==> config.mk <==
export PLATFORM = sky130hd
export DESIGN_NAME = memoryController_flat
export DESIGN_NICKNAME = d
export VERILOG_FILES = /design/src/source/socPkg.sv /design/src/source/periphBus.sv /design/src/source/memoryController.sv /design/src/flat_wrapper.sv
export SDC_FILE = /design/constraint.sdc
export NUM_CORES = 1
export LEC_CHECK = 0
export ABC_AREA = 0
export BUFFER_PORTS_ARGS = -buffer_cell sky130_fd_sc_hd__buf_2
export CAP_MARGIN = 30
export CORE_AREA = 2 2 90 92
export CTS_CLUSTER_SIZE = 16
export DETAILED_ROUTE_END_ITERATION = 8
export DIE_AREA = 0 0 92 94
export GPL_ROUTABILITY_DRIVEN = 0
export HOLD_SLACK_MARGIN = 0.1
export PLACE_DENSITY = 0.71
export SYNTH_ARGS = -nofsm -noshare
export SYNTH_HDL_FRONTEND = slang
export SYNTH_SLANG_ARGS = --single-unit
==> constraint.sdc <==
create_clock -name CLK -period 3.3 [get_ports CLK]
set_input_delay 0.165 -clock CLK [delete_from_list [all_inputs] [get_ports CLK]]
set_output_delay 0.165 -clock CLK [all_outputs]
set_load 0.01 [all_outputs]
==> src/source/socPkg.sv <==
/*
 * Shared widths, decode regions and UART states for the 16-bit memory subsystem.
 * Bus and address widths are fixed at 16; changing them also requires new
 * decode patterns in the memory controller.
 */

package socPkg;

	// Bus word and address widths
	localparam int dataBits = 16;
	localparam int addrBits = 16;

	// Register offset inside a 256-word peripheral window
	localparam int periphAddrBits = 8;

	// PWM LED outputs on pins 10..8
	localparam int pwmChannels = 3;

	// Decode targets of the memory map
	typedef enum logic [2:0] {
		regionRom,
		regionUart,
		regionGpio,
		regionPwm,
		regionRam,
		regionNone
	} region_e;

	// 8N1 transmitter states
	typedef enum logic [1:0] {
		uartIdle,
		uartStart,
		uartData,
		uartStop
	} uartState_e;

endpackage

==> src/source/periphBus.sv <==
/*
 * Register bus from the memory controller to one peripheral.
 * wrN is active low and held high while the peripheral is not selected.
 * rdata is combinational from the peripheral registers.
 */

interface periphBus;

	logic [socPkg::periphAddrBits-1:0] offset;
	logic [socPkg::dataBits-1:0] wdata;
	logic [socPkg::dataBits-1:0] rdata;
	logic wrN;

	// Controller side drives address, data and strobe
	modport controller(output offset, wdata, wrN, input rdata);

	// Peripheral side answers with read data
	modport peripheral(input offset, wdata, wrN, output rdata);

endinterface

==> src/source/memoryController.sv <==
/*
 * Address decode, write strobe steering and read-data mux.
 * Map: ROM 0x0000-0x0FFF, UART 0x1000-0x10FF, GPIO 0x1100-0x11FF,
 * PWM 0x1200-0x12FF, RAM 0x8000-0xFFFF; anything else reads zero.
 * Writes to ROM and unmapped space are dropped.
 * Every read has one cycle of latency; addr must be held for it.
 */

module memoryController (
	input  logic CLK,
	input  logic rst,
	input  logic [socPkg::addrBits-1:0] addr,
	input  logic [socPkg::dataBits-1:0] dataIn,
	output logic [socPkg::dataBits-1:0] dataOut,
	input  logic wrN,
	output logic [11:0] romAddr,
	input  logic [socPkg::dataBits-1:0] romData,
	output logic [14:0] ramAddr,
	input  logic [socPkg::dataBits-1:0] ramData,
	output logic ramWrN,
	periphBus.controller uartBus,
	periphBus.controller gpioBus,
	periphBus.controller pwmBus
);

	socPkg::region_e region;

	// Peripheral read data, registered to line up with ROM/RAM latency
	logic [socPkg::dataBits-1:0] periphNext;
	logic [socPkg::dataBits-1:0] periphRead;

	// Region decode from the current address
	always_comb begin
		casez (addr)
			16'b0000_????_????_????: region = socPkg::regionRom;
			16'h10??: region = socPkg::regionUart;
			16'h11??: region = socPkg::regionGpio;
			16'h12??: region = socPkg::regionPwm;
			16'b1???_????_????_????: region = socPkg::regionRam;
			default: region = socPkg::regionNone;
		endcase
	end

	// Memories see the low address bits directly
	assign romAddr = addr[11:0];
	assign ramAddr = addr[14:0];

	// Offset and data fan out to all peripherals, only the strobe is steered
	assign uartBus.offset = addr[socPkg::periphAddrBits-1:0];
	assign gpioBus.offset = addr[socPkg::periphAddrBits-1:0];
	assign pwmBus.offset = addr[socPkg::periphAddrBits-1:0];
	assign uartBus.wdata = dataIn;
	assign gpioBus.wdata = dataIn;
	assign pwmBus.wdata = dataIn;

	// Write strobes, high unless the region is selected
	always_comb begin
		ramWrN = 1'b1;
		uartBus.wrN = 1'b1;
		gpioBus.wrN = 1'b1;
		pwmBus.wrN = 1'b1;
		periphNext = '0;
		case (region)
			socPkg::regionUart: begin
				uartBus.wrN = wrN;
				periphNext = uartBus.rdata;
			end
			socPkg::regionGpio: begin
				gpioBus.wrN = wrN;
				periphNext = gpioBus.rdata;
			end
			socPkg::regionPwm: begin
				pwmBus.wrN = wrN;
				periphNext = pwmBus.rdata;
			end
			socPkg::regionRam: ramWrN = wrN;
			// ROM and unmapped space take no writes
			default: ;
		endcase
	end

	always_ff @(posedge CLK) begin
		if (rst) begin
			periphRead <= '0;
		end else begin
			periphRead <= periphNext;
		end
	end

	// Final source picked on the current address
	always_comb begin
		case (region)
			socPkg::regionRom: dataOut = romData;
			socPkg::regionRam: dataOut = ramData;
			default: dataOut = periphRead;
		endcase
	end

endmodule

==> src/flat_wrapper.sv <==
// flat-port wrapper written by rule: the top's interface ports become plain ports
module memoryController_flat 
  (CLK, rst, addr, dataIn, dataOut, wrN, romAddr, romData, ramAddr, ramData, ramWrN, uartBus_offset, uartBus_wdata, uartBus_wrN, uartBus_rdata, gpioBus_offset, gpioBus_wdata, gpioBus_wrN, gpioBus_rdata, pwmBus_offset, pwmBus_wdata, pwmBus_wrN, pwmBus_rdata);
  periphBus uartBus_i ();
  periphBus gpioBus_i ();
  periphBus pwmBus_i ();
  input  logic CLK;
  input  logic rst;
  input  logic [socPkg::addrBits-1:0] addr;
  input  logic [socPkg::dataBits-1:0] dataIn;
  output logic [socPkg::dataBits-1:0] dataOut;
  input  logic wrN;
  output logic [11:0] romAddr;
  input  logic [socPkg::dataBits-1:0] romData;
  output logic [14:0] ramAddr;
  input  logic [socPkg::dataBits-1:0] ramData;
  output logic ramWrN;
  output wire logic [$bits(uartBus_i.offset)-1:0] uartBus_offset;
  output wire logic [$bits(uartBus_i.wdata)-1:0] uartBus_wdata;
  output wire logic [$bits(uartBus_i.wrN)-1:0] uartBus_wrN;
  input wire logic [$bits(uartBus_i.rdata)-1:0] uartBus_rdata;
  output wire logic [$bits(gpioBus_i.offset)-1:0] gpioBus_offset;
  output wire logic [$bits(gpioBus_i.wdata)-1:0] gpioBus_wdata;
  output wire logic [$bits(gpioBus_i.wrN)-1:0] gpioBus_wrN;
  input wire logic [$bits(gpioBus_i.rdata)-1:0] gpioBus_rdata;
  output wire logic [$bits(pwmBus_i.offset)-1:0] pwmBus_offset;
  output wire logic [$bits(pwmBus_i.wdata)-1:0] pwmBus_wdata;
  output wire logic [$bits(pwmBus_i.wrN)-1:0] pwmBus_wrN;
  input wire logic [$bits(pwmBus_i.rdata)-1:0] pwmBus_rdata;
  assign uartBus_offset = uartBus_i.offset;
  assign uartBus_wdata = uartBus_i.wdata;
  assign uartBus_wrN = uartBus_i.wrN;
  assign uartBus_i.rdata = uartBus_rdata;
  assign gpioBus_offset = gpioBus_i.offset;
  assign gpioBus_wdata = gpioBus_i.wdata;
  assign gpioBus_wrN = gpioBus_i.wrN;
  assign gpioBus_i.rdata = gpioBus_rdata;
  assign pwmBus_offset = pwmBus_i.offset;
  assign pwmBus_wdata = pwmBus_i.wdata;
  assign pwmBus_wrN = pwmBus_i.wrN;
  assign pwmBus_i.rdata = pwmBus_rdata;
  memoryController u_core (.CLK(CLK), .rst(rst), .addr(addr), .dataIn(dataIn), .dataOut(dataOut), .wrN(wrN), .romAddr(romAddr), .romData(romData), .ramAddr(ramAddr), .ramData(ramData), .ramWrN(ramWrN), .uartBus(uartBus_i), .gpioBus(gpioBus_i), .pwmBus(pwmBus_i));
endmodule
---- Word level (Yosys, flattened, before mapping) ----
Cells that the tools add are included.
operators by class
  eq/ne operators ......................... 7
  reduce and logical (&&, ||, !) cells .... 2
  muxes and demuxes ....................... 7
operators with widths
  cell                number
  $pmux 16 s3         1
  $pmux 16 s2         1
  $eq 8x5->1 const B  3
  $pmux 3 s5          1
  $eq 3x2->1 const B  2
  $logic_not 4->1     1
  $mux 1              4
  $eq 3x1->1 const B  1
  $eq 3x3->1 const B  1
  $logic_not 3->1     1
storage, ports and cells
  word-level logic and storage cells ...... 17
  output and inout port bits .............. 119
  flip-flop bits (word level) ............. 16
  input port bits ......................... 115

---- Logic depth before layout (Yosys ltp) ----
Gate-level depths: netlist (run 1).
  depth after elaboration ................. 4
  mapped depth ............................ 6

---- Worst setup path after synthesis (run 1) ----
OpenSTA, ideal clock, no wires.
  kind .................................... input-to-output
  start point ............................. input port addr[13] (netlist name)
  end point ............................... output port gpioBus_wrN
  arrival time ............................ 1,254 ps
  slack ................................... 1,881 ps
  required time ........................... 3,135 ps
  stages on the path ...................... 3
  cells stage by stage .................... or4_1 > nor4b_1 > nand3b_1
on the way
  cells in the longest elaborated chain, start to end .. 4
  elaborated cells between the ends (all ways) .. 7
  classes of those cells .................. eq/ne: 4; mux: 2; reduce/logical: 1
ends and longest elaborated chain
  what                                           RTL line                source
  start: declaration                             flat_wrapper.sv:9       input logic [socPkg::addrBits-1:0] addr;
  $eq 8x5->1 or $logic_not 4->1 (tied branches)  memoryController.sv:34  casez (addr)
  $pmux 3 s5 *                                   memoryController.sv:34
  $eq 3x2->1 *                                   memoryController.sv:63  case (region)
  $mux 1 *                                       memoryController.sv:63
  end: declaration                               flat_wrapper.sv:24      output wire logic [$bits(gpioBus_i.wrN)-1:0] gpioBus_wrN;
Every way passes the cells marked *; elsewhere a longest branch is shown, timed or not.

---- Worst setup path in the final report (run 1) ----
Same ends and word-level chain as after synthesis.

==> summary.md, run 1 <==
| Metric | Value |
|---|---|
| Status | finished, final reports clean |
| Grt total ovfl | 0 |
| Area post-placement | 1859 µm² |
| Core Box Area | 7607 µm² |
| Mean Syn Cell Area | 8.085 µm² |
| Num CTS Buffers | 3 |
| Nets@finish | 369 |
| Tot Pwr | 498.2 µW |
| Diodes inserted | 0 |
| Setup-failing EPs final | 0 |
| Chip Height | 94 µm |
| Max FO, Critical Path | 4 |
| Registers with the most flip-flops | u_core.periphRead x16 |
| Synth Instances | 236 |
| I/O Pins | 234 |
| CP Launch Type | input pin |
| Final min period | 1.929 ns |
| Placed cell count | 351 |
| Vias per inst | 4.218 |
| Register with the most flip-flops | u_core.periphRead |
| Syn Std Cell Area | 1908 µm² |
| Die area | 8648 µm² |
| WP data required | 3.13 ns |
| Layout cells sized above 1 | 0.6111 |
| Reg clk slew, reported paths | 0.06 ns |
| Post-CTS resize count | 0 |
| Max Transition Viols Final | 0 |
| Least-Margin Pin Slew | 1.011 ns |
| Setup CP Type | input pin to primary output |
| Non-Filler Instances | 354 |
| Hold Slack | 0.1757 ns |
| Largest register FFs | 16 |
| Via count | 1493 |
| Post-synthesis cell type count | 22 |
| Starting DRT DRC Count | 41 |
| Hold buffers post-CTS | 0 |
| Vias in the first global route | 1492 |
| First-pass GRT wire length | 6948 µm |
| Sequential area share after synthesis | 0.1679 |
| Area grow syn2layout | -0.3936% |
| Final Hold Viols | 0 |
| Worst VDD drop | 0.09114 mV |
| Synth warn | 0 |
| Initial Util | 0.2508 |
| Post-CTS Setup Bufs | 0 |
| DR WL/cell | 13.42 µm |
| Detail Placement HPWL | 3928 µm |
| Drt pass-1 iters | 4 |
| # H-tree levels | 1 |
| Total Routing Usage GR | 0.09959 |
| Crit. End Element | primary output |
| CTS tree | done |
| Leak | 0.001028 µW |
| Worst Hold Class | input pin to flop |
| Final period util | 0.5844 |
| Worst hold stages | 3 |
| Routed WL | 4752 µm |
| Antenna-violating nets left | 0 |
| #FFs+latches synth | 16 |
| Total nets after synthesis | 351 |
| Sinks on the clock net | 16 |
| DRC errors left | 0 |
| Largest net degree at the start of global routing | 23 |
| Max Fclk | 0.5185 GHz |
| Die Wd | 92 µm |
| CTS Buffer Depth | 2 |
| Number of port buffers | 121 |
| Number of max-cap violations | 0 |
| Setup_tns | 0 ns |
| Hold EP | u_core.periphRead[11] |
| CP arrival | 1.76 ns |
| Clk root buf | clkbuf_8 |
| Initial antenna violation count | 0 |
| Rows | 32 |
| Finished Cell Area | 1901 µm² |
| Worst Hold Launch | pwmBus_rdata[11] |
| Power Density | 262.1 nW/µm² |
| RSZ-0062 raised after global routing | false |
| Worst rel slew slack | 0.3236 |
critical path, cell delays in order:
cell      delay [ns]
buf_2           0.12
or4_1           0.54
nor4b_1         0.61
nand3b_1        0.15
buf_2           0.17
synthesized netlist by cell type:
master	instances	area, µm²
nor4_2	1	12.51
nor2_1	2	7.510
nand3b_1	1	7.510
nor2b_1	1	6.260
buf_4	100	750.7
buf_2	4	20.02
a21oi_1	7	35.03
dfxtp_1	16	320.3
buf_1	1	3.750
a22o_1	16	140.1
a21o_1	16	120.1
a21oi_2	10	87.58
or2_2	16	100.1
nand2_1	18	67.56
nand2b_1	1	6.260
nor3_1	1	5.000
nor4b_1	1	8.760
nand4bb_1	1	11.26
or4_1	1	7.510
buf_6	1	11.26
mux2i_1	16	160.2
clkbuf_1	5	18.77
worst max-delay path by stage:
stage	start	end	slack, ns	cells past startpoint
CTS	addr[13]	gpioBus_wrN	1.35	5
global placement	addr[13]	gpioBus_wrN	1.41	5
finish	addr[13]	gpioBus_wrN	1.37	5
global route	addr[13]	gpioBus_wrN	1.32	5
floorplan	addr[13]	gpioBus_wrN	1.88	3
detailed placement	addr[13]	gpioBus_wrN	1.35	5
layer usage:
layer	global-route usage	share of wire	vias up
met5	0	0	-
met4	0.08333	0.061	0
met3	0.01525	0.082	44
met2	0.1771	0.48	64
met1	0.1031	0.38	661
li1	-	-	724
layout by cell type (no fill, tap or decap):
| cell | netlist | final |
|---|---|---|
| buf_4 | 100 | 3 |
| a21o_1 | 16 | 16 |
| a22o_1 | 16 | 16 |
| buf_2 | 4 | 121 |
| nor2_1 | 2 | 2 |
| nor3_1 | 1 | 1 |
| nand2b_1 | 1 | 1 |
| nor4b_1 | 1 | 1 |
| nand3b_1 | 1 | 1 |
| a21oi_2 | 10 | 10 |
| or4_1 | 1 | 1 |
| dfxtp_1 | 16 | 16 |
| a21oi_1 | 7 | 7 |
| nor4_2 | 1 | 1 |
| clkbuf_8 | 0 | 3 |
| nand2_1 | 18 | 18 |
| nor2b_1 | 1 | 1 |
| or2_2 | 16 | 16 |
| nand4bb_1 | 1 | 1 |
| mux2i_1 | 16 | 16 |
per-stage QoR:
| stage | utilization | setup slack [ns] |
|---|---|---|
| 6_report | 0.2498 | 1.371 |
| 5_1_grt | 0.2498 | 1.315 |
| 4_1_cts | 0.2498 | 1.347 |
| 3_5_place_dp | 0.2444 | 1.352 |
| 3_3_place_gp | 0.2444 | 1.411 |
| 2_1_floorplan | - | 1.881 |
where the power goes:
| group | internal, µW | switching, µW |
|---|---|---|
| clock network | 80.7 | 58.4 |
| logic | 89.2 | 76.2 |
| registers | 194 | 0.141 |
| total | 363 | 135 |
kinds of logic (layout without fill, tap and decap cells):
family	Yosys count	count (layout)	synth area share
buffers and inverters	111	127	0.4216
AO/OA/AOI/OAI	49	49	0.2007
AND/OR/NAND/NOR	44	44	0.1259
multiplexers	16	16	0.08393
flip-flops	16	16	0.1679
layout make-up:
type                       count  area [µm²]
clock buffer                   3       41.29
tap                          102       127.6
fill                         848        5707
sequential                    16       320.3
timing repair buffer         124       628.1
multi-input combinational    109       783.3
Power figures use the tool's default switching activity.
==> run 2: changes to the inputs <==
--- a/config.mk
+++ b/config.mk
@@ -8,13 +8,13 @@
 export ABC_AREA = 0
 export BUFFER_PORTS_ARGS = -buffer_cell sky130_fd_sc_hd__buf_2
 export CAP_MARGIN = 30
-export CORE_AREA = 2 2 90 92
+export CORE_AREA = 2 2 92 94
 export CTS_CLUSTER_SIZE = 16
 export DETAILED_ROUTE_END_ITERATION = 8
-export DIE_AREA = 0 0 92 94
+export DIE_AREA = 0 0 94 96
 export GPL_ROUTABILITY_DRIVEN = 0
 export HOLD_SLACK_MARGIN = 0.1
-export PLACE_DENSITY = 0.71
+export PLACE_DENSITY = 0.69
 export SYNTH_ARGS = -nofsm -noshare
 export SYNTH_HDL_FRONTEND = slang
 export SYNTH_SLANG_ARGS = --single-unit
==> constraint.sdc (replaced) <==
create_clock -name CLK -period 1.9 [get_ports CLK]
set_input_delay 0.095 -clock CLK [delete_from_list [all_inputs] [get_ports CLK]]
set_output_delay 0.095 -clock CLK [all_outputs]
set_load 0.01 [all_outputs]
==> run 2 against run 1 <==
Compared with the run above:
- total power is 75% higher
- hold slack got worse by 0.069 ns
- routed wire length increased by 5.9%
- first-iteration DRC count is 32% lower
- critical endpoint unchanged
==> summary.md, run 2 (same netlist as run 1, synthesis figures left out) <==
| Metric | Value |
|---|---|
| Max Transition Viols Final | 0 (unchanged) |
| Antenna-violating nets left | 0 (unchanged) |
| Final period util | 0.8620 |
| Rows | 33 (+3.1%) |
| Grt total ovfl | 0 (unchanged) |
| Num CTS Buffers | 3 (unchanged) |
| Reg area | 320.3 µm² (unchanged) |
| Setup CP Type | input pin to primary output |
| Final min period | 1.638 ns |
| Via count | 1498 (+0.33%) |
| Comb pwr share | 0.338 (+0.006) |
| Reg clk slew, reported paths | 0.06 ns (about the same) |
| CTS tree | done |
| Seq pwr share | 0.386 (-0.003) |
| Sinks on the clock net | 16 (unchanged) |
| Most used cell, CP | buf_2 |
| Area grow syn2layout | 2.951% |
| CP bufs+invs | 3 (+1) |
| Final Hold Viols | 0 (unchanged) |
| Critical path depth | 6 (+1) |
| Status | finished, final reports clean |
| Setup-failing EPs final | 0 (unchanged) |
| # H-tree levels | 1 (unchanged) |
| Sw frac | 0.2664 (-0.004061) |
| Layout cells sized above 1 | 0.6100 (-0.001073) |
| Registers with the most flip-flops | u_core.periphRead x16 |
| Delay-heaviest family, CP | simple AND/OR/NAND/NOR gates |
| Die area | 9024 µm² (+4.3%) |
| Ordered list of cells on the worst path | buf_2, or4_1, nor4b_1, buf_4, nand3b_1, buf_2 |
| Drt pass-1 iters | 4 (unchanged) |
| Initial Util | 0.2370 (-0.01384) |
| Largest register FFs | 16 (unchanged) |
| Chip Height | 96 µm (+2.1%) |
| DRC errors left | 0 (unchanged) |
| Clk root buf | clkbuf_8 |
| Vias in the first global route | 1414 (-5.2%) |
| WP data required | 1.80 ns (-1.33 ns) |
| Crit-path max cell delay | 0.53 ns (-0.08 ns) |
| Max Fclk | 0.6106 GHz |
| First-pass GRT wire length | 6803 µm (-2.1%) |
| Most frequent cells in the layout | buf_2, nand2_1 |
| Clk network pwr share | 0.275 (-0.004) |
| I/O Pins | 234 (unchanged) |
| Area of the multi-input gates | 783.3 µm² (unchanged) |
| DR WL/cell | 13.82 µm (+2.9%) |
| Total Routing Usage GR | 0.09682 (-0.002771) |
| Crit. End Element | primary output |
| Hold EP | u_core.periphRead[11] |
| Least-Margin Pin Slew | 1.032 ns (+0.02132 ns) |
| Routed WL | 5030 µm (+5.9%) |
| Leak | 0.001061 µW (+3.2%) |
| CTS Buffer Depth | 2 (unchanged) |
| CP arrival | 1.54 ns (-0.22 ns) |
| Worst Hold Launch | pwmBus_rdata[11] |
| Diodes inserted | 0 (unchanged) |
| Placed cell count | 358 (+2.0%) |
| Worst hold stages | 3 (unchanged) |
| Core Box Area | 8051 µm² (+5.8%) |
| Starting DRT DRC Count | 28 (-32%) |
| Commonest non-fill, non-tap cell in the layout | buf_2 |
| Number of max-cap violations | 0 (unchanged) |
| Switching pwr | 232.2 µW (+72%) |
| Die Wd | 94 µm (+2.2%) |
| Power Density | 443.7 nW/µm² (+69%) |
| Fillers | 881 (+3.9%) |
| Largest net degree at the start of global routing | 22 (-4.3%) |
| Detail Placement HPWL | 4330 µm (+10%) |
| Worst VDD drop | 0.1732 mV (+90%) |
| Setup_tns | 0 ns (unchanged) |
| Post-CTS Setup Bufs | 0 (unchanged) |
| Worst path slowest cell | or4_1 |
| Worst Hold Class | input pin to flop |
| Power Internal | 639.3 µW (+76%) |
| CP Launch Type | input pin |
| Worst rel slew slack | 0.3093 (-0.01426) |
| RSZ-0062 raised after global routing | false |
| Vias per inst | 4.115 (-2.4%) |
| Non-Filler Instances | 364 (+2.8%) |
| Initial antenna violation count | 0 (unchanged) |
| Max FO, Critical Path | 4 (unchanged) |
| Nets@finish | 376 (+1.9%) |
| Number of port buffers | 121 (unchanged) |
| Register with the most flip-flops | u_core.periphRead |
==> run 2: per-stage QoR <==
stage / util / setup WS [ns] / cell area [µm²] / total power (µW) / hold WS, ns
finish: 0.2440 / 0.2622 / 1964 / 871.5 / 0.1064
global route: 0.2440 / 0.1842 / 1964 / 924.8 / 0.1004
CTS: 0.2440 / 0.2141 / 1964 / 883.4 / 0.1006
detailed placement: 0.2351 / 0.2143 / 1893 / 635.0 / 0.1901
global placement: 0.2351 / 0.2120 / 1893 / 629.7 / 0.1901
floorplan: - / 0.6207 / 1908 / 692.5 / 0.2355
==> run 2: repair_timing <==
item / in CTS / in global routing
endpoints found under the hold margin: 3 / 0
hold buffers: 3 / 0
gates resized for setup: 0 / 0
==> run 2: worst min-delay path: cells and delay by family <==
kind	cells	cell delay, ns
compound gates	1	0.05
simple gates	1	0.06
buf+inv	1	0.10
==> run 2: power groups by stage <==
stage | Sequential (µW) | Clock, µW | Combinational (µW)
2_1_floorplan | 344 | 0 | 349
3_3_place_gp | 344 | 0 | 286
3_5_place_dp | 344 | 0 | 291
4_1_cts | 337 | 249 | 298
5_1_grt | 336 | 265 | 323
6_report | 337 | 240 | 295
==> run 2: layout make-up <==
cell class,count,share of cell area
Multi-Input combinational cell,109,0.3987
Timing Repair Buffer,131,0.3503
Sequential cell,16,0.1631
Tap cell,105,0.06688
Clock buffer,3,0.02102
==> run 2: routing by layer <==
layer	share of wire	GRT usage	up-vias	wire length, µm
li1	-	-	734	-
met1	0.32	0.08113	645	1607
met2	0.53	0.1958	90	2682
met3	0.10	0.02741	29	521
met4	0.043	0.06280	0	218
met5	0	0	-	0
==> run 2: worst max-delay path by stage <==
stage	start	end	slack (ns)
global route	addr[13]	gpioBus_wrN	0.18
global placement	addr[13]	gpioBus_wrN	0.21
detailed placement	addr[13]	gpioBus_wrN	0.21
floorplan	addr[13]	gpioBus_wrN	0.62
CTS	addr[13]	gpioBus_wrN	0.21
finish	addr[13]	gpioBus_wrN	0.26
==> run 3: changes to the inputs <==
==> constraint.sdc (replaced) <==
create_clock -name CLK -period 1.9 [get_ports CLK]
set_input_delay 0.095 -clock CLK [delete_from_list [all_inputs] [get_ports CLK]]
set_output_delay 0.095 -clock CLK [all_outputs]
set_load 0.02 [all_outputs]
==> run 3 against run 2 <==
Compared with the run above:
- hold slack worse by 0.0013 ns
- highest routed layer unchanged
- global-route usage is 0.33 points lower
- cell count is 0.55% lower
- count of clock-buffer cells in the layout stayed put
- sequential power hardly changed
- maximum frequency is 2.6% lower
- clock power hardly changed
- largest cell class unchanged
- non-clock buffer count is 2 lower
- first-iteration DRC count is 3.6% higher
- sequential share of layout area is 0.17 points higher
==> summary.md, run 3 (same netlist as run 1, synthesis figures left out) <==
| Metric | Value |
|---|---|
| Status | finished, final reports clean |
| Diodes inserted | 0 (unchanged) |
| Final min period | 1.682 ns (+0.04387 ns) |
| Starting DRT DRC Count | 29 (+3.6%) |
| Max Transition Viols Final | 0 (unchanged) |
| Hold Slack | 0.1051 ns (-0.001337 ns) |
| Nets@finish | 374 (-0.53%) |
| Vias in the first global route | 1376 (-2.7%) |
| Max FO, Critical Path | 4 (unchanged) |
| Initial Util | 0.2370 (unchanged) |
| Finished Cell Area | 1944 µm² (-1.0%) |
| Worst VDD drop | 0.1847 mV (+6.6%) |
| Num CTS Buffers | 3 (unchanged) |
| Chip Height | 96 µm (unchanged) |
| Drt pass-1 iters | 4 (unchanged) |
| Leak | 0.001053 µW (-0.79%) |
| Placed cell count | 358 (unchanged) |
| Rows | 33 (unchanged) |
| Grt total ovfl | 0 (unchanged) |
| Most used cell, CP | buf_2 |
| Reg clk slew, reported paths | 0.06 ns (about the same) |
| # H-tree levels | 1 (unchanged) |
| CTS Buffer Depth | 2 (unchanged) |
| Setup CP Type | input pin to primary output |
| Setup_tns | 0 ns (unchanged) |
| Crit. End Element | primary output |
| Worst rel slew slack | 0.2867 (-0.02257) |
| Largest net degree at the start of global routing | 22 (unchanged) |
| Final period util | 0.8851 (+0.02309) |
| Least-Margin Pin Slew | 1.066 ns (+0.03372 ns) |
| Crit-path max cell delay | 0.53 ns (about the same) |
| Critical Path Start | addr[13] |
| Final Hold Viols | 0 (unchanged) |
| Number of port buffers | 121 (unchanged) |
| Non-Filler Instances | 362 (-0.55%) |
| WP data required | 1.80 ns (about the same) |
| Clk root buf | clkbuf_8 |
| Sinks on the clock net | 16 (unchanged) |
| Worst Hold Class | input pin to flop |
| Setup crit end | gpioBus_wrN |
| Via count | 1492 (-0.40%) |
| Fillers | 863 (-2.0%) |
| Die area | 9024 µm² (unchanged) |
| Area post-placement | 1893 µm² (unchanged) |
| Register with the most flip-flops | u_core.periphRead |
| DRC errors left | 0 (unchanged) |
| Layout cells sized above 1 | 0.6148 (+0.004747) |
| Setup-failing EPs final | 0 (unchanged) |
| Area grow syn2layout | 1.901% |
| Most frequent cells in the layout | buf_2, nand2_1 |
| DR WL/cell | 13.67 µm (-1.1%) |
| Commonest non-fill, non-tap cell in the layout | buf_2 |
| CP arrival | 1.59 ns (+0.05 ns) |
| Detail Placement HPWL | 4297 µm (-0.76%) |
| Vias per inst | 4.122 (+0.15%) |
| Number of max-cap violations | 0 (unchanged) |
| I/O Pins | 234 (unchanged) |
| Worst path slowest cell | or4_1 |
| Largest register FFs | 16 (unchanged) |
| CP Launch Type | input pin |
| RSZ-0062 raised after global routing | false |
| Initial antenna violation count | 0 (unchanged) |
| Routed WL | 4949 µm (-1.6%) |
| Total Routing Usage GR | 0.09351 (-0.003309) |
| Die Wd | 94 µm (unchanged) |
| Registers with the most flip-flops | u_core.periphRead x16 |
| First-pass GRT wire length | 6589 µm (-3.1%) |
| Core Box Area | 8051 µm² (unchanged) |
| CTS tree | done |
| Antenna-violating nets left | 0 (unchanged) |
| Ordered list of cells on the worst path | buf_2, or4_1, nor4b_1, buf_4, nand3b_1, buf_2 |
| Post-CTS resize count | 0 (unchanged) |
| Max Fclk | 0.5946 GHz (-2.6%) |
| Power Density | 460.0 nW/µm² (+3.7%) |
[run 3: metal layers]
metal | share of wire | vias up | global-route usage
li1 | - | 732 | -
met1 | 0.33 | 645 | 0.07826
met2 | 0.53 | 88 | 0.1905
met3 | 0.10 | 27 | 0.02428
met4 | 0.041 | 0 | 0.06159
met5 | 0 | - | 0
[run 3: cell type report]
cell class | count | area (µm²) | area share
Sequential cell | 16 | 320.3 | 0.1647
Tap cell | 105 | 131.4 | 0.06757
Timing Repair Buffer | 129 | 668.1 | 0.3436
Clock buffer | 3 | 41.29 | 0.02124
Multi-Input combinational cell | 109 | 783.3 | 0.4028
[run 3: worst min path at each step]
stage | start | end | slack (ns) | cells after the start
after floorplan | pwmBus_rdata[0] | u_core.periphRead[0] | 0.24 | 2
after global placement | dataIn[12] | pwmBus_wdata[12] | 0.19 | 0
after detailed placement | dataIn[12] | pwmBus_wdata[12] | 0.19 | 0
after CTS | pwmBus_rdata[10] | u_core.periphRead[10] | 0.10 | 3
after global routing | pwmBus_rdata[10] | u_core.periphRead[10] | 0.11 | 3
final | pwmBus_rdata[11] | u_core.periphRead[11] | 0.11 | 3
[run 3: metrics by stage]
stage / power [µW] / utilization / setup slack, ns
after global routing: 938.4 / 0.2415 / 0.07304
after floorplan: 799.9 / - / 0.5409
final: 894.4 / 0.2415 / 0.2183
after CTS: 906.8 / 0.2415 / 0.1964
after global placement: 657.0 / 0.2351 / 0.1877
after detailed placement: 662.4 / 0.2351 / 0.2042
[run 3: critical path, delay by kind of cell]
kind,cells,cell delay [ns]
buffers and inverters,3,0.48
AND/OR/NAND/NOR,3,1.01
[run 3: repair_timing]
action	4_1_cts	5_1_grt
setup buffers	0	0
hold endpoints to repair	1	0
hold buffers	1	0
[run 3: report_power, final]
part | switching, µW | leakage (µW) | internal, µW | total (µW)
clock | 99.7 | 0.0000216 | 140 | 240
sequential | 0.248 | 0.000129 | 336 | 337
combinational | 158 | 0.000902 | 160 | 318
