`config.mk`:
```
export PLATFORM = sky130hd
export DESIGN_NAME = uartTx_flat
export DESIGN_NICKNAME = d
export VERILOG_FILES = /design/src/source/socPkg.sv /design/src/source/periphBus.sv /design/src/source/uartTx.sv /design/src/flat_wrapper.sv
export SDC_FILE = /design/constraint.sdc
export NUM_CORES = 1
export LEC_CHECK = 0
export BUFFER_PORTS_ARGS = -buffer_cell sky130_fd_sc_hd__buf_2
export CAP_MARGIN = 20
export CORE_MARGIN = 3
export CORE_UTILIZATION = 40
export DETAILED_ROUTE_END_ITERATION = 16
export HOLD_SLACK_MARGIN = 0.08
export PLACE_DENSITY = 0.73
export SETUP_SLACK_MARGIN = 0.4
export SYNTH_ARGS = -nofsm -noshare
export SYNTH_HDL_FRONTEND = slang
export SYNTH_SLANG_ARGS = --single-unit
```
`constraint.sdc`:
```
create_clock -name CLK -period 2.2 [get_ports CLK]
set_input_delay 0.55 -clock CLK [delete_from_list [all_inputs] [get_ports CLK]]
set_output_delay 0.55 -clock CLK [all_outputs]
set_load 0.02 [all_outputs]
```
`src/source/socPkg.sv`:
```
/*
 * Shared widths, decode regions and UART states for the 16-bit memory subsystem.
 * Bus and address widths are fixed at 16; changing them also requires new
 * decode patterns in the memory controller.
 */

package socPkg;

	// Bus word and address widths
	localparam int dataBits = 16;
	localparam int addrBits = 16;

	// Register offset inside a 256-word peripheral window
	localparam int periphAddrBits = 8;

	// PWM LED outputs on pins 10..8
	localparam int pwmChannels = 3;

	// Decode targets of the memory map
	typedef enum logic [2:0] {
		regionRom,
		regionUart,
		regionGpio,
		regionPwm,
		regionRam,
		regionNone
	} region_e;

	// 8N1 transmitter states
	typedef enum logic [1:0] {
		uartIdle,
		uartStart,
		uartData,
		uartStop
	} uartState_e;

endpackage

```
`src/source/periphBus.sv`:
```
/*
 * Register bus from the memory controller to one peripheral.
 * wrN is active low and held high while the peripheral is not selected.
 * rdata is combinational from the peripheral registers.
 */

interface periphBus;

	logic [socPkg::periphAddrBits-1:0] offset;
	logic [socPkg::dataBits-1:0] wdata;
	logic [socPkg::dataBits-1:0] rdata;
	logic wrN;

	// Controller side drives address, data and strobe
	modport controller(output offset, wdata, wrN, input rdata);

	// Peripheral side answers with read data
	modport peripheral(input offset, wdata, wrN, output rdata);

endinterface

```
`src/source/uartTx.sv`:
```
/*
 * 8N1 UART transmitter without receive, parity or interrupts.
 * A byte written to offset 0 starts a frame unless one is in flight.
 * Offset 1 reads busy in bit 0.
 * Bit period is clkFreq / baudRate cycles rounded down.
 */

module uartTx #(
	parameter int clkFreq = 25000000,
	parameter int baudRate = 1562500
) (
	input  logic CLK,
	input  logic rst,
	periphBus.peripheral bus,
	output logic txd
);

	localparam int bitCycles = clkFreq / baudRate;
	localparam int cntBits = (bitCycles > 1) ? $clog2(bitCycles) : 1;

	socPkg::uartState_e state;
	logic [cntBits-1:0] bitCnt;
	logic [2:0] bitIdx;
	logic [7:0] shiftData;
	logic bitDone;
	logic busy;

	// Last cycle of the current bit period
	assign bitDone = (bitCnt == cntBits'(bitCycles - 1));
	assign busy = (state != socPkg::uartIdle);

	always_ff @(posedge CLK) begin
		if (rst) begin
			state <= socPkg::uartIdle;
			bitCnt <= '0;
			bitIdx <= '0;
		end else begin
			// Period counter runs only inside a frame
			if (state == socPkg::uartIdle || bitDone) begin
				bitCnt <= '0;
			end else begin
				bitCnt <= bitCnt + cntBits'(1);
			end
			case (state)
				socPkg::uartIdle: begin
					if (!bus.wrN && bus.offset == '0) begin
						state <= socPkg::uartStart;
					end
				end
				socPkg::uartStart: begin
					if (bitDone) begin
						state <= socPkg::uartData;
						bitIdx <= '0;
					end
				end
				socPkg::uartData: begin
					if (bitDone) begin
						// Eight data bits sent LSB first
						if (bitIdx == 3'd7) begin
							state <= socPkg::uartStop;
						end
						bitIdx <= bitIdx + 3'd1;
					end
				end
				socPkg::uartStop: begin
					if (bitDone) begin
						state <= socPkg::uartIdle;
					end
				end
				default: state <= socPkg::uartIdle;
			endcase
		end
	end

	// Byte latch loads only from idle
	always_ff @(posedge CLK) begin
		if (state == socPkg::uartIdle && !bus.wrN && bus.offset == '0) begin
			shiftData <= bus.wdata[7:0];
		end
	end

	// Line level from the state
	always_comb begin
		case (state)
			socPkg::uartStart: txd = 1'b0;
			socPkg::uartData: txd = shiftData[bitIdx];
			default: txd = 1'b1;
		endcase
	end

	// Status at offset 1
	assign bus.rdata = (bus.offset == socPkg::periphAddrBits'(1)) ?
		{{(socPkg::dataBits - 1){1'b0}}, busy} : '0;

endmodule

```
`src/flat_wrapper.sv`:
```
// flat-port wrapper written by rule: the top's interface ports become plain ports
module uartTx_flat 
#(
	parameter int clkFreq = 25000000,
	parameter int baudRate = 1562500
)
  (CLK, rst, txd, bus_offset, bus_wdata, bus_wrN, bus_rdata);
  periphBus bus_i ();
  input  logic CLK;
  input  logic rst;
  output logic txd;
  input wire logic [$bits(bus_i.offset)-1:0] bus_offset;
  input wire logic [$bits(bus_i.wdata)-1:0] bus_wdata;
  input wire logic [$bits(bus_i.wrN)-1:0] bus_wrN;
  output wire logic [$bits(bus_i.rdata)-1:0] bus_rdata;
  assign bus_i.offset = bus_offset;
  assign bus_i.wdata = bus_wdata;
  assign bus_i.wrN = bus_wrN;
  assign bus_rdata = bus_i.rdata;
  uartTx #(.clkFreq(clkFreq), .baudRate(baudRate)) u_core (.CLK(CLK), .rst(rst), .bus(bus_i), .txd(txd));
endmodule
```
## After elaboration in Yosys (flattened, before gate mapping)

Index checks and enable logic that the tools add are counted.

- Register bits after elaboration: 17
- Bits of input ports: 27
- Output and inout port bits: 17
- Word-level logic and storage cells: 43

- Add/subtract/negate cells: 2
- Order comparisons: 1
- Eq/ne operators: 11
- Mux-type cells: 13
- Reduce and logical (&&, ||, !) cells: 12

Operators with widths:

| operator | number |
|---|---|
| two-way mux 2 bit | 5 |
| != test 2 x 1 -> 1 bit (second input constant) | 5 |
| equality test 8 x 1 -> 1 bit (second input constant) | 1 |
| logical NOT 8 bit | 1 |
| case mux 2 bit (4 select lines) | 1 |
| two-way mux 3 bit | 2 |
| case mux 3 bit (2 select lines) | 1 |
| AND reduction 5 bit | 1 |
| adder 4 x 1 -> 4 bit (second input constant) | 1 |
| equality test 2 bit (second input constant) | 2 |
| equality test 4 bit (second input constant) | 1 |
| < comparator 3 x 4 -> 1 bit (second input constant) | 1 |
| nonzero test 2 bit | 2 |
| adder 3 x 1 -> 3 bit (second input constant) | 1 |
| binary-select mux 1 bit (select 3 bit) | 1 |
| equality test 3 bit (second input constant) | 1 |
| logical AND 1 bit | 3 |
| AND reduction 3 bit | 1 |
| equality test 2 x 1 -> 1 bit (second input constant) | 1 |
| logical NOT 2 bit | 1 |
| two-way mux 1 bit | 2 |
| case mux 1 bit (2 select lines) | 1 |
| OR reduction 2 bit | 1 |
| logical NOT 1 bit | 1 |
| logical OR 1 bit | 1 |

## Logic depth before layout (Yosys ltp)

Gate-level depths: netlist of run 1.

- Depth after elaboration: 4
- Depth in mapped cells: 7
- Depth with buffers taken out: 6

## Least setup slack after synthesis of run 1

Ideal clock, no wire load.

- Kind: input -> register
- Start: input bus_offset[5]
- End: register u_core.shiftData[0] (enable)
- Library setup time: 0.398 ns
- Arrival: 1.855 ns
- Required time: 1.802 ns
- Setup slack: -0.052 ns
- Cell stages on the path: 3
- Path buffers: 0
- Cells stage by stage: nor4_2 -> nand2_1 -> nor4b_1

- Cells in the longest elaborated chain, start to end: 2

RTL lines:

| element | RTL line | text |
|---|---|---|
| start: declaration | flat_wrapper.sv:12 | `input wire logic [$bits(bus_i.offset)-1:0] bus_offset;` |
| logical NOT 8 bit | uartTx.sv:77 | `if (state == socPkg::uartIdle && !bus.wrN && bus.offset == '0) begin` |
| logical AND 1 bit | uartTx.sv:77 |  |
| end signal: assignment | uartTx.sv:78 | `shiftData <= bus.wdata[7:0];` |
| end: declaration | uartTx.sv:24 | `logic [7:0] shiftData;` |

No other way between the ends.
A chain may end at the register's enable or synchronous reset.

## Worst setup path after layout of run 1

- Start: register u_core.shiftData[7]
- End: output txd

- Cells in the longest elaborated chain, start to end: 3

RTL lines:

| element | RTL line | text |
|---|---|---|
| binary-select mux 1 bit (select 3 bit) | uartTx.sv:86 | `socPkg::uartData: txd = shiftData[bitIdx];` |
| two-way mux 1 bit (not written as such) | uartTx.sv:86 |  |
| case mux 1 bit (2 select lines) | uartTx.sv:84 | `case (state)` |
| end: declaration | flat_wrapper.sv:11 | `output logic txd;` |

No other way between the ends. The select of a mux whose other input is x is not followed.

==> results of run 1 <==
-- timing repair --
| item | CTS | global route |
|---|---|---|
| hold buffers | 0 | 0 |
| setup endpoints to repair | 2 | 2 |
| buffers inserted | 2 | 0 |
| pin swaps | 3 | 2 |
| resized for setup | 8 | 2 |
-- final timing paths --
kind         cells past startpoint             endpoint                 from  slack [ps]
min                              1  u_core.shiftData[2]         bus_wdata[2]         440
max reg2reg                      6      u_core.state[0]      u_core.state[0]         520
max                              4                  txd  u_core.shiftData[7]          70
min reg2reg                      1     u_core.bitCnt[0]     u_core.bitCnt[0]         460
-- power groups by stage --
stage	Sequential, mW	Combinational, mW	Clock (mW)
2_1_floorplan	0.338	0.0497	0
6_report	0.329	0.0529	0.161
4_1_cts	0.329	0.0524	0.167
3_3_place_gp	0.338	0.0465	0
3_5_place_dp	0.338	0.0481	0
5_1_grt	0.329	0.0589	0.180
-- metal layers --
layer	GRT usage	vias up	part of all wire
met5	0	-	0
met4	0.0705	0	0.025
met3	0.0245	6	0.079
met2	0.215	31	0.50
met1	0.152	302	0.39
li1	-	319	-
-- critical path, cell delays in order, from the launching register on --
cell and delay (ps):
sky130_fd_sc_hd__edfxtp_1 400, sky130_fd_sc_hd__mux4_2 480, sky130_fd_sc_hd__mux2i_1 160, sky130_fd_sc_hd__mux2i_1 90
sky130_fd_sc_hd__buf_2 170
-- area by class of cell --
cell class / count / area, um2
repair buffers: 23 / 141
inverters: 3 / 11.3
clock inverters: 1 / 5.00
multi-input cells: 60 / 484
clock buffers: 3 / 22.5
flip-flops and latches: 17 / 425
fillers: 207 / 978
well taps: 27 / 33.8
-- layout by cell type (no fill, tap or decap), types with 6 or more instances in the layout --
cell type                  instances
sky130_fd_sc_hd__buf_2            17
sky130_fd_sc_hd__dfxtp_1           7
sky130_fd_sc_hd__ha_1              6
sky130_fd_sc_hd__edfxtp_1          8
sky130_fd_sc_hd__conb_1           15
-- sequential cells by signal, indices dropped and copies added, names as in the netlist --
name	count
u_core.bitIdx	3
u_core.shiftData	8
u_core.bitCnt	4
u_core.state	2
-- cell families after synthesis --
kind of cell               after synthesis  share of synthesized area
AOI/OAI and AO/OA                        8                     0.0582
xor gates and xnor gates                 2                     0.0185
adders and majority gates                7                     0.0926
buffers and inverters                   22                      0.152
DFF                                     17                      0.444
muxes                                    5                     0.0794
other                                    1                    0.00396
and+or+nand+nor                         23                      0.151
==> results.txt, run 1 <==
----------------------------------------------------
[Synthesis]
  Synth Flop Type ... sky130_fd_sc_hd__dfxtp_1
  #FFs+latches synth ... 17
  Most frequent cells after synthesis ... sky130_fd_sc_hd__buf_4, sky130_fd_sc_hd__dfxtp_1, sky130_fd_sc_hd__edfxtp_1
  Yosys warning count ... 0
  Unique cell type count in the Yosys netlist ... 31
  Dominant cell type by area after synthesis ... sky130_fd_sc_hd__edfxtp_1
  Yosys top cell area share ... 0.254
  Most frequently used cell type in the post-synthesis netlist ... sky130_fd_sc_hd__buf_4
  Leading post-synthesis cells by cell area ... sky130_fd_sc_hd__edfxtp_1, sky130_fd_sc_hd__dfxtp_1, sky130_fd_sc_hd__buf_4
  Share of async-settable or async-resettable flops after synthesis ... 0
  Part of the Yosys area used for sequential elements ... 0.444
  Number of instances in the synthesized netlist ... 85
  Area of the mapped netlist ... 946 um2
  EDFF count, synth ... 8
  Mean post-synth cell area ... 11.1 um2

[Detailed routing]
  Total Wirelength ... 1700 um
  Vias ... 658
  Final ANT Viol Nets ... 0
  Vias per cell ... 4.91
  Post-route DRC ... 0
  Drt initial violations ... 13
  Pre-antenna DRT Iters ... 4
  Average routed wire per standard cell ... 12.7 um

[CTS]
  Root Driver ... sky130_fd_sc_hd__clkbuf_4
  Clock slew seen by the registers of the worst setup and hold paths ... 100 ps
  Max Buffers Root-to-Sink ... 2
  CTS tree ... built
  Depth of the CTS H-tree ... 1
  Number of clock sinks seen by CTS ... 17
  Number of buffers created by CTS ... 3
  Latest clock arrival within the worst-skew pair ... 280 ps

[Status]
  Result of the run ... completed

[GRT]
  First-pass GRT wire length ... 2660 um
  Number of antenna violations at the first check in global routing ... 0
  Sum of overflow across all layers after global routing ... 0
  Overall routing resource usage ... 0.128
  Pin count of the biggest net entering global routing ... 11
  Number of global-route vias before repair ... 608

[Worst setup path]
  Critical path launch point type ... register
  Required time reported for the critical path endpoint ... 1650 ps
  CP Data Arrival Time ... 1580 ps
  Highest fanout seen on the critical path ... 1
  Nature of the critical path endpoint ... primary output
  Type of the setup path with the least slack ... reg -> out

[Layout]
  Final non-filler cell area ... 1120 um2
  Nets ... 142
  Cell Count, Final, Fillers Out ... 134
  Final core utilization ... 0.535
  Post-synthesis to final-layout area growth ... 18.8%
  Diode count ... 0
  Layout cell share with drive strength beyond 1 ... 0.374

[Power]
  Flop pwr share ... 0.606
  Internal power ... 414 uW
  Fraction of power consumed by combinational cells ... 0.097
  Post-layout total power ... 543 uW
  Power density over the cells ... 483 nW/um2
  Leak pwr ... 0.460 nW
  Clock share of power ... 0.296
  Switching part of the total power ... 0.238
  Max VDD drop ... 0.000372 V
  Reported net switching power ... 129 uW

[Floorplanning]
  Starting Density ... 0.450
  Die area ... 2980 um2
  Die boundary width ... 54.6 um
  Number of rows created at floorplan ... 16
  Area of the core region ... 2100 um2
  I/O pin total ... 44
  Die extent in y ... 54.6 um

[Placed design]
  Dpl cells ... 128
  Count of input and output buffers ... 20
  Worst setup slack before clock tree synthesis ... 196 ps
  HPWL after detailed placement ... 1350 um
  Placer Congestion ... 0.711
  Cell area after placement ... 1040 um2

[Flow run]
  Maxcap violations ... 0

[Timing]
  Post-route clock skew ... 0.895 ps
  Ratio of final minimum period to clock period ... 0.967
  Final setup violating endpoints ... 0
  Worst slack on hold paths ... 437 ps
  Sum of negative setup slack ... 0 ps
  Slack of the critical path ... 72.9 ps
  Final hold violation count ... 0
  Final Slew Violations ... 0
  Minimum clock period ... 2130 ps
  Highest attainable clock frequency ... 0.470 GHz
  Setup repair after global routing missed its margin ... true

[Worst hold path]
  Worst hold path type ... in -> reg

----------------------------------------------------
No activity file was read; power rests on OpenSTA's default activity.
==> inputs of run 2 (changes only) <==
--- a/config.mk
+++ b/config.mk
@@ -7,11 +7,14 @@
 export LEC_CHECK = 0
 export BUFFER_PORTS_ARGS = -buffer_cell sky130_fd_sc_hd__buf_2
 export CAP_MARGIN = 20
+export CELL_PAD_IN_SITES_DETAIL_PLACEMENT = 2
+export CELL_PAD_IN_SITES_GLOBAL_PLACEMENT = 2
 export CORE_MARGIN = 3
-export CORE_UTILIZATION = 40
+export CORE_UTILIZATION = 24
+export CTS_CLUSTER_SIZE = 14
 export DETAILED_ROUTE_END_ITERATION = 16
 export HOLD_SLACK_MARGIN = 0.08
-export PLACE_DENSITY = 0.73
+export PLACE_DENSITY_LB_ADDON = 0.1
 export SETUP_SLACK_MARGIN = 0.4
 export SYNTH_ARGS = -nofsm -noshare
 export SYNTH_HDL_FRONTEND = slang
==> results.txt, run 2 (synthesis gave the netlist of run 1 again) <==
----------------------------------------------------
[Status]
  Result of the run ... completed

[Layout]
  Most common cell after layout, fill and taps aside ... sky130_fd_sc_hd__buf_2
  Nets ... 142 (unchanged)
  Max FFs per register ... 8 (unchanged)
  Post-synthesis to final-layout area growth ... 21.2%
  Filler Cell Count ... 422 (+100%)
  Diode count ... 0 (unchanged)
  Biggest register ... u_core.shiftData
  Commonest cells after routing, fill and taps aside ... sky130_fd_sc_hd__buf_2, sky130_fd_sc_hd__conb_1, sky130_fd_sc_hd__dfxtp_1, sky130_fd_sc_hd__edfxtp_1, sky130_fd_sc_hd__ha_1
  Layout cell share with drive strength beyond 1 ... 0.364 (-0.00935)
  Top flop regs ... u_core.shiftData x8, u_core.bitCnt x4, u_core.bitIdx x3

[Detailed routing]
  Drt initial violations ... 14 (+1)
  Pre-antenna DRT Iters ... 4 (unchanged)
  Final ANT Viol Nets ... 0 (unchanged)
  Vias ... 653 (-0.76%)
  Vias per cell ... 4.21 (-14%)
  Total Wirelength ... 1970 um (+16%)
  Post-route DRC ... 0 (unchanged)
  Average routed wire per standard cell ... 12.7 um (+0.34%)

[GRT]
  Number of antenna violations at the first check in global routing ... 0 (unchanged)
  Overall routing resource usage ... 0.0949 (-0.0331)
  Number of global-route vias before repair ... 649 (+6.7%)
  Pin count of the biggest net entering global routing ... 11 (unchanged)
  Sum of overflow across all layers after global routing ... 0 (unchanged)
  First-pass GRT wire length ... 3230 um (+22%)

[Floorplanning]
  Starting Density ... 0.253 (-0.197)
  Die extent in y ... 68.8 um (+26%)
  Die boundary width ... 68.8 um (+26%)
  Number of rows created at floorplan ... 22 (+6)
  Area of the core region ... 3740 um2 (+78%)
  I/O pin total ... 44 (unchanged)
  Die area ... 4730 um2 (+59%)

[Timing]
  Ratio of final minimum period to clock period ... 0.953 (-0.0140)
  Minimum clock period ... 2100 ps (-30.8 ps)
  Final Slew Violations ... 0 (unchanged)
  Worst slack on hold paths ... 464 ps (+27.8 ps)
  Setup repair after global routing missed its margin ... true
  Post-route clock skew ... 2.91 ps (+2.02 ps)
  Highest attainable clock frequency ... 0.477 GHz (+1.5%)
  Final hold violation count ... 0 (unchanged)
  Sum of negative setup slack ... 0 ps (unchanged)
  Final setup violating endpoints ... 0 (unchanged)

[Placed design]
  Count of input and output buffers ... 20 (unchanged)
  Placer Congestion ... 0.714 (+0.38%)
  HPWL after detailed placement ... 1570 um (+17%)

[Power]
  Power density over the cells ... 540 nW/um2 (+12%)
  Switching part of the total power ... 0.235 (-0.00311)
  Clock share of power ... 0.385 (+0.089)
  Max VDD drop ... 0.000302 V (-19%)
  Reported net switching power ... 145 uW (+12%)
  Internal power ... 473 uW (+14%)
  Fraction of power consumed by combinational cells ... 0.082 (-0.015)
  Leak pwr ... 0.457 nW (-0.69%)
  Flop pwr share ... 0.533 (-0.073)

[Worst setup path]
  Critical path launch point type ... register
  CP Data Arrival Time ... 1550 ps (-30 ps)
  Ordered cell list for the critical path ... mux4_2 -> mux2i_1 -> mux2i_1 -> buf_2
  Type of the setup path with the least slack ... reg -> out
  Most prevalent standard cell on the critical path ... sky130_fd_sc_hd__mux2i_1
  Biggest cell delay along the critical path ... 500 ps (+20 ps)
  Nature of the critical path endpoint ... primary output
  Reg2reg path depth ... 5 (-1)
  Highest fanout seen on the critical path ... 3 (+2)
  Number of gates on the worst path with buffers counted ... 4 (unchanged)
  Count of buffer and inverter cells on the critical path ... 1 (unchanged)
  Required time reported for the critical path endpoint ... 1650 ps (about the same)
  Largest delay contributor family on the critical path ... multiplexers
  Slowest cell on crit path ... sky130_fd_sc_hd__mux4_2

[CTS]
  Latest clock arrival within the worst-skew pair ... 250 ps (-30 ps)
  Clock slew seen by the registers of the worst setup and hold paths ... 70 ps (-30 ps)
  Root Driver ... sky130_fd_sc_hd__clkbuf_8
  Depth of the CTS H-tree ... 1 (unchanged)
  Number of clock sinks seen by CTS ... 17 (unchanged)
  Max Buffers Root-to-Sink ... 2 (unchanged)
  Number of buffers created by CTS ... 3 (unchanged)
  CTS tree ... built
  Hold Buf Count CTS ... 0 (unchanged)

[Worst hold path]
  WHS Path Cells ... 1 (unchanged)
  Worst hold path type ... reg -> reg

[Flow run]
  Maxcap violations ... 0 (unchanged)

----------------------------------------------------
[run 2: cell count changes in the layout (fill, tap and decap cells not counted), sizes merged]
cell,change
clkbuf,+1
clkinv,-1
[run 2: area by class of cell]
cell class	instances	area [um2]	area share
well taps	48	60.1	0.0524
multi-input cells	60	477	0.416
clock buffers	4	45.0	0.0393
inverters	3	11.3	0.00983
flip-flops and latches	17	424	0.370
repair buffers	23	129	0.112
[run 2: power groups by stage]
| stage | clock network (mW) | registers (mW) | logic [mW] |
|---|---|---|---|
| 2_1_floorplan | 0 | 0.338 | 0.0497 |
| 3_3_place_gp | 0 | 0.338 | 0.0479 |
| 3_5_place_dp | 0 | 0.338 | 0.0487 |
| 4_1_cts | 0.249 | 0.329 | 0.0487 |
| 5_1_grt | 0.264 | 0.329 | 0.0555 |
| 6_report | 0.238 | 0.330 | 0.0510 |
[run 2: worst paths after layout]
kind                                  startpoint          endpoint  slack, ps
worst min register to register  u_core.bitCnt[0]  u_core.bitCnt[0]        460
worst min-delay path            u_core.bitCnt[0]  u_core.bitCnt[0]        460
worst max register to register  u_core.bitCnt[0]   u_core.state[0]        590
worst max-delay path            u_core.bitIdx[0]               txd        100
[run 2: stage by stage]
step	util	instances	worst slack [ps]	total power [mW]	area, um2
2_1_floorplan	-	99	409	0.388	1030
3_3_place_gp	0.284	149	197	0.386	1060
3_5_place_dp	0.284	149	181	0.387	1060
4_1_cts	0.299	154	74.3	0.627	1120
5_1_grt	0.306	155	8.35	0.649	1150
6_report	0.306	155	104	0.618	1150
[run 2: what timing repair did]
action                                  CTS  global route
buffers inserted                          1             1
pin swaps                                 0             1
gates resized for setup                   2             5
endpoints found under the setup margin    2             3
[run 2: per-layer routing]
| metal | track usage | wire length [um] | vias up | share of wire |
|---|---|---|---|---|
| met1 | 0.125 | 901 | 316 | 0.46 |
| met4 | 0.0584 | 46 | 0 | 0.023 |
| met3 | 0.0194 | 103 | 5 | 0.052 |
| met2 | 0.142 | 919 | 18 | 0.47 |
| met5 | 0 | 0 | - | 0 |
| li1 | - | - | 314 | - |
==> inputs of run 3 (changes only) <==
--- a/config.mk
+++ b/config.mk
@@ -5,12 +5,14 @@
 export SDC_FILE = /design/constraint.sdc
 export NUM_CORES = 1
 export LEC_CHECK = 0
+export ABC_AREA = 1
 export BUFFER_PORTS_ARGS = -buffer_cell sky130_fd_sc_hd__buf_2
 export CAP_MARGIN = 20
 export CELL_PAD_IN_SITES_DETAIL_PLACEMENT = 2
 export CELL_PAD_IN_SITES_GLOBAL_PLACEMENT = 2
-export CORE_MARGIN = 3
-export CORE_UTILIZATION = 24
+export CORE_MARGIN = 2
+export CORE_UTILIZATION = 22
+export CTS_BUF_LIST = sky130_fd_sc_hd__clkbuf_8 sky130_fd_sc_hd__clkbuf_16
 export CTS_CLUSTER_SIZE = 14
 export DETAILED_ROUTE_END_ITERATION = 16
 export HOLD_SLACK_MARGIN = 0.08
==> results.txt, run 3 <==
----------------------------------------------------
[CTS]
  Clock slew seen by the registers of the worst setup and hold paths ... 60 ps (about the same)
  Depth of the CTS H-tree ... 1 (unchanged)
  Root Driver ... sky130_fd_sc_hd__clkbuf_8
  Number of clock sinks seen by CTS ... 17 (unchanged)
  Max Buffers Root-to-Sink ... 2 (unchanged)
  CTS tree ... built
  Number of buffers created by CTS ... 3 (unchanged)
  Latest clock arrival within the worst-skew pair ... 250 ps (about the same)
  Hold Buf Count CTS ... 0 (unchanged)

[Synthesis]
  #FFs+latches synth ... 17 (unchanged)
  Most frequently used cell type in the post-synthesis netlist ... sky130_fd_sc_hd__nor2_1
  Leading post-synthesis cells by cell area ... sky130_fd_sc_hd__edfxtp_1, sky130_fd_sc_hd__dfxtp_1, sky130_fd_sc_hd__buf_4
  Dominant cell type by area after synthesis ... sky130_fd_sc_hd__edfxtp_1
  Area of the mapped netlist ... 986 um2 (+4.2%)
  EDFF count, synth ... 8 (unchanged)
  Part of the Yosys area used for sequential elements ... 0.426 (-0.0180)
  Most frequent cells after synthesis ... sky130_fd_sc_hd__nor2_1, sky130_fd_sc_hd__buf_4, sky130_fd_sc_hd__inv_1, sky130_fd_sc_hd__nand2_1
  Yosys warning count ... 0 (unchanged)
  Yosys top cell area share ... 0.244 (-0.0103)
  Number of instances in the synthesized netlist ... 119 (+40%)
  Unique cell type count in the Yosys netlist ... 20 (-35%)
  Share of async-settable or async-resettable flops after synthesis ... 0 (unchanged)
  Mean post-synth cell area ... 8.29 um2 (-26%)
  Synth Flop Type ... sky130_fd_sc_hd__dfxtp_1

[Layout]
  Biggest register ... u_core.shiftData
  Most common cell after layout, fill and taps aside ... sky130_fd_sc_hd__nor2_1
  Post-synthesis to final-layout area growth ... 27.8%
  Diode count ... 0 (unchanged)
  Commonest cells after routing, fill and taps aside ... sky130_fd_sc_hd__nor2_1, sky130_fd_sc_hd__buf_2, sky130_fd_sc_hd__conb_1
  Layout cell share with drive strength beyond 1 ... 0.354 (-0.0107)
  Max FFs per register ... 8 (unchanged)
  Filler Cell Count ... 525 (+24%)
  Top flop regs ... u_core.shiftData x8, u_core.bitCnt x4, u_core.bitIdx x3
  Nets ... 182 (+28%)

[Power]
  Power density over the cells ... 799 nW/um2 (+48%)
  Reported net switching power ... 369 uW (+150%)
  Leak pwr ... 0.571 nW (+25%)
  Max VDD drop ... 0.000465 V (+54%)
  Clock share of power ... 0.230 (-0.155)
  Switching part of the total power ... 0.366 (+0.132)
  Flop pwr share ... 0.377 (-0.156)
  Internal power ... 638 uW (+35%)
  Fraction of power consumed by combinational cells ... 0.394 (+0.312)

[Timing]
  Final hold violation count ... 0 (unchanged)
  Sum of negative setup slack ... 0 ps (unchanged)
  Final Slew Violations ... 0 (unchanged)
  Final setup violating endpoints ... 0 (unchanged)
  Setup repair after global routing missed its margin ... true
  Minimum clock period ... 1820 ps (-277 ps)
  Slack of the critical path ... 380 ps (+277 ps)
  Post-route clock skew ... 8.24 ps (+5.32 ps)
  Ratio of final minimum period to clock period ... 0.827 (-0.126)
  Highest attainable clock frequency ... 0.550 GHz (+15%)

[Floorplanning]
  Starting Density ... 0.228 (-0.0247)
  Number of rows created at floorplan ... 24 (+9.1%)
  I/O pin total ... 44 (unchanged)
  Die area ... 5030 um2 (+6.4%)
  Area of the core region ... 4320 um2 (+16%)
  Die boundary width ... 70.9 um (+3.1%)
  Die extent in y ... 70.9 um (+3.1%)

[GRT]
  Number of global-route vias before repair ... 879 (+35%)
  Met1 usage in global routing ... 0.112 (-0.0130)
  Number of antenna violations at the first check in global routing ... 0 (unchanged)
  First-pass GRT wire length ... 3950 um (+22%)
  Busiest layer in global routing ... met2
  Sum of overflow across all layers after global routing ... 0 (unchanged)
  Overall routing resource usage ... 0.0991 (+0.00423)
  Pin count of the biggest net entering global routing ... 11 (unchanged)
  GRT met2 Usage ... 0.184 (+0.0420)
  Global routing usage on met3 ... 0.0313 (+0.0119)

[Worst setup path]
  Critical path launch point type ... input pin
  Highest fanout seen on the critical path ... 2 (-1)
  Required time reported for the critical path endpoint ... 1650 ps (about the same)
  Critical register-to-register path startpoint ... u_core.state[0]
  CP Data Arrival Time ... 1270 ps (-280 ps)
  Type of the setup path with the least slack ... in -> out
  Nature of the critical path endpoint ... primary output
  Reg2reg path depth ... 8 (+3)
  Flop2flop setup slack ... 820 ps (+230 ps)
  Reg2reg end ... u_core.state[1]

[Detailed routing]
  Post-route DRC ... 0 (unchanged)
  Drt initial violations ... 18 (+4)
  Pre-antenna DRT Iters ... 3 (-1)
  Average routed wire per standard cell ... 12.0 um (-6.0%)
  Final ANT Viol Nets ... 0 (unchanged)
  Vias ... 811 (+24%)
  Total Wirelength ... 2380 um (+21%)
  Vias per cell ... 4.08 (-3.3%)

[Flow run]
  Maxcap violations ... 0 (unchanged)

[Status]
  Result of the run ... completed

[Placed design]
  Count of input and output buffers ... 20 (unchanged)
  Placer Congestion ... 0.725 (+1.6%)
  HPWL after detailed placement ... 1960 um (+24%)
  Worst setup slack before clock tree synthesis ... 303 ps (+122 ps)

[Worst hold path]
  WHS Path Cells ... 1 (unchanged)
  Worst min-delay path endpoint ... u_core.bitCnt[0]
  Worst hold start ... u_core.bitCnt[0]
  Worst hold path type ... reg -> reg

----------------------------------------------------
## run 3: timing repair
item	4_1_cts	5_1_grt
pin swaps	7	5
cloned	0	0
endpoints found under the setup margin	2	2
gates resized for setup	26	3
buffers inserted	4	0
## run 3: how the worst max path moves through the flow
stage | from | end
after global placement | u_core.state[1] | bus_rdata[0]
after detailed placement | u_core.state[1] | bus_rdata[0]
after floorplan | u_core.state[0] | bus_rdata[0]
after global routing | u_core.bitIdx[0] | txd
final | bus_offset[5] | bus_rdata[0]
after CTS | u_core.bitIdx[0] | txd
## run 3: logic make-up after synthesis
family	count (synthesis)	share of synthesized area
adder cells (fa/ha/maj)	7	0.0888
AO/OA/AOI/OAI	14	0.0888
XOR/XNOR	1	0.00888
other	1	0.00380
AND/OR/NAND/NOR	47	0.204
flip-flops	17	0.426
buffers and inverters	32	0.179
## run 3: critical path, cell delays in order
cell and delay, ps:
sky130_fd_sc_hd__buf_2 100, sky130_fd_sc_hd__inv_1 90, sky130_fd_sc_hd__nand3_2 100, sky130_fd_sc_hd__nor4_4 250
sky130_fd_sc_hd__buf_4 180
## run 3: metrics by stage
| stage | utilization | total power [mW] | area (um2) | cells | hold WS (ps) |
|---|---|---|---|---|---|
| 3_3_place_gp | 0.258 | 0.685 | 1110 | 191 | 433 |
| 6_report | 0.291 | 1.01 | 1260 | 199 | 459 |
| 4_1_cts | 0.289 | 1.02 | 1250 | 199 | 461 |
| 5_1_grt | 0.291 | 1.09 | 1260 | 199 | 458 |
| 2_1_floorplan | - | 0.628 | 1050 | 133 | 418 |
| 3_5_place_dp | 0.258 | 0.699 | 1110 | 191 | 461 |
## run 3: cell type report
| cell class | instances | area (um2) | area share |
|---|---|---|---|
| multi-input cells | 84 | 499 | 0.396 |
| flip-flops and latches | 17 | 430 | 0.342 |
| repair buffers | 25 | 153 | 0.121 |
| inverters | 17 | 66.3 | 0.0526 |
| well taps | 52 | 65.1 | 0.0516 |
| clock buffers | 3 | 41.3 | 0.0328 |
| clock inverters | 1 | 5.00 | 0.00397 |
## run 3: routing by layer
layer	part of all wire	wire [um]
met5	0	0
met2	0.52	1250
met4	0.0042	10
met1	0.43	1020
met3	0.041	98
## run 3: power by group through the flow
stage,sequential [mW],combinational [mW],clock [mW]
after floorplan,0.374,0.253,0
after global placement,0.380,0.305,0
after detailed placement,0.382,0.316,0
after CTS,0.380,0.391,0.245
after global routing,0.383,0.449,0.258
final,0.379,0.396,0.231
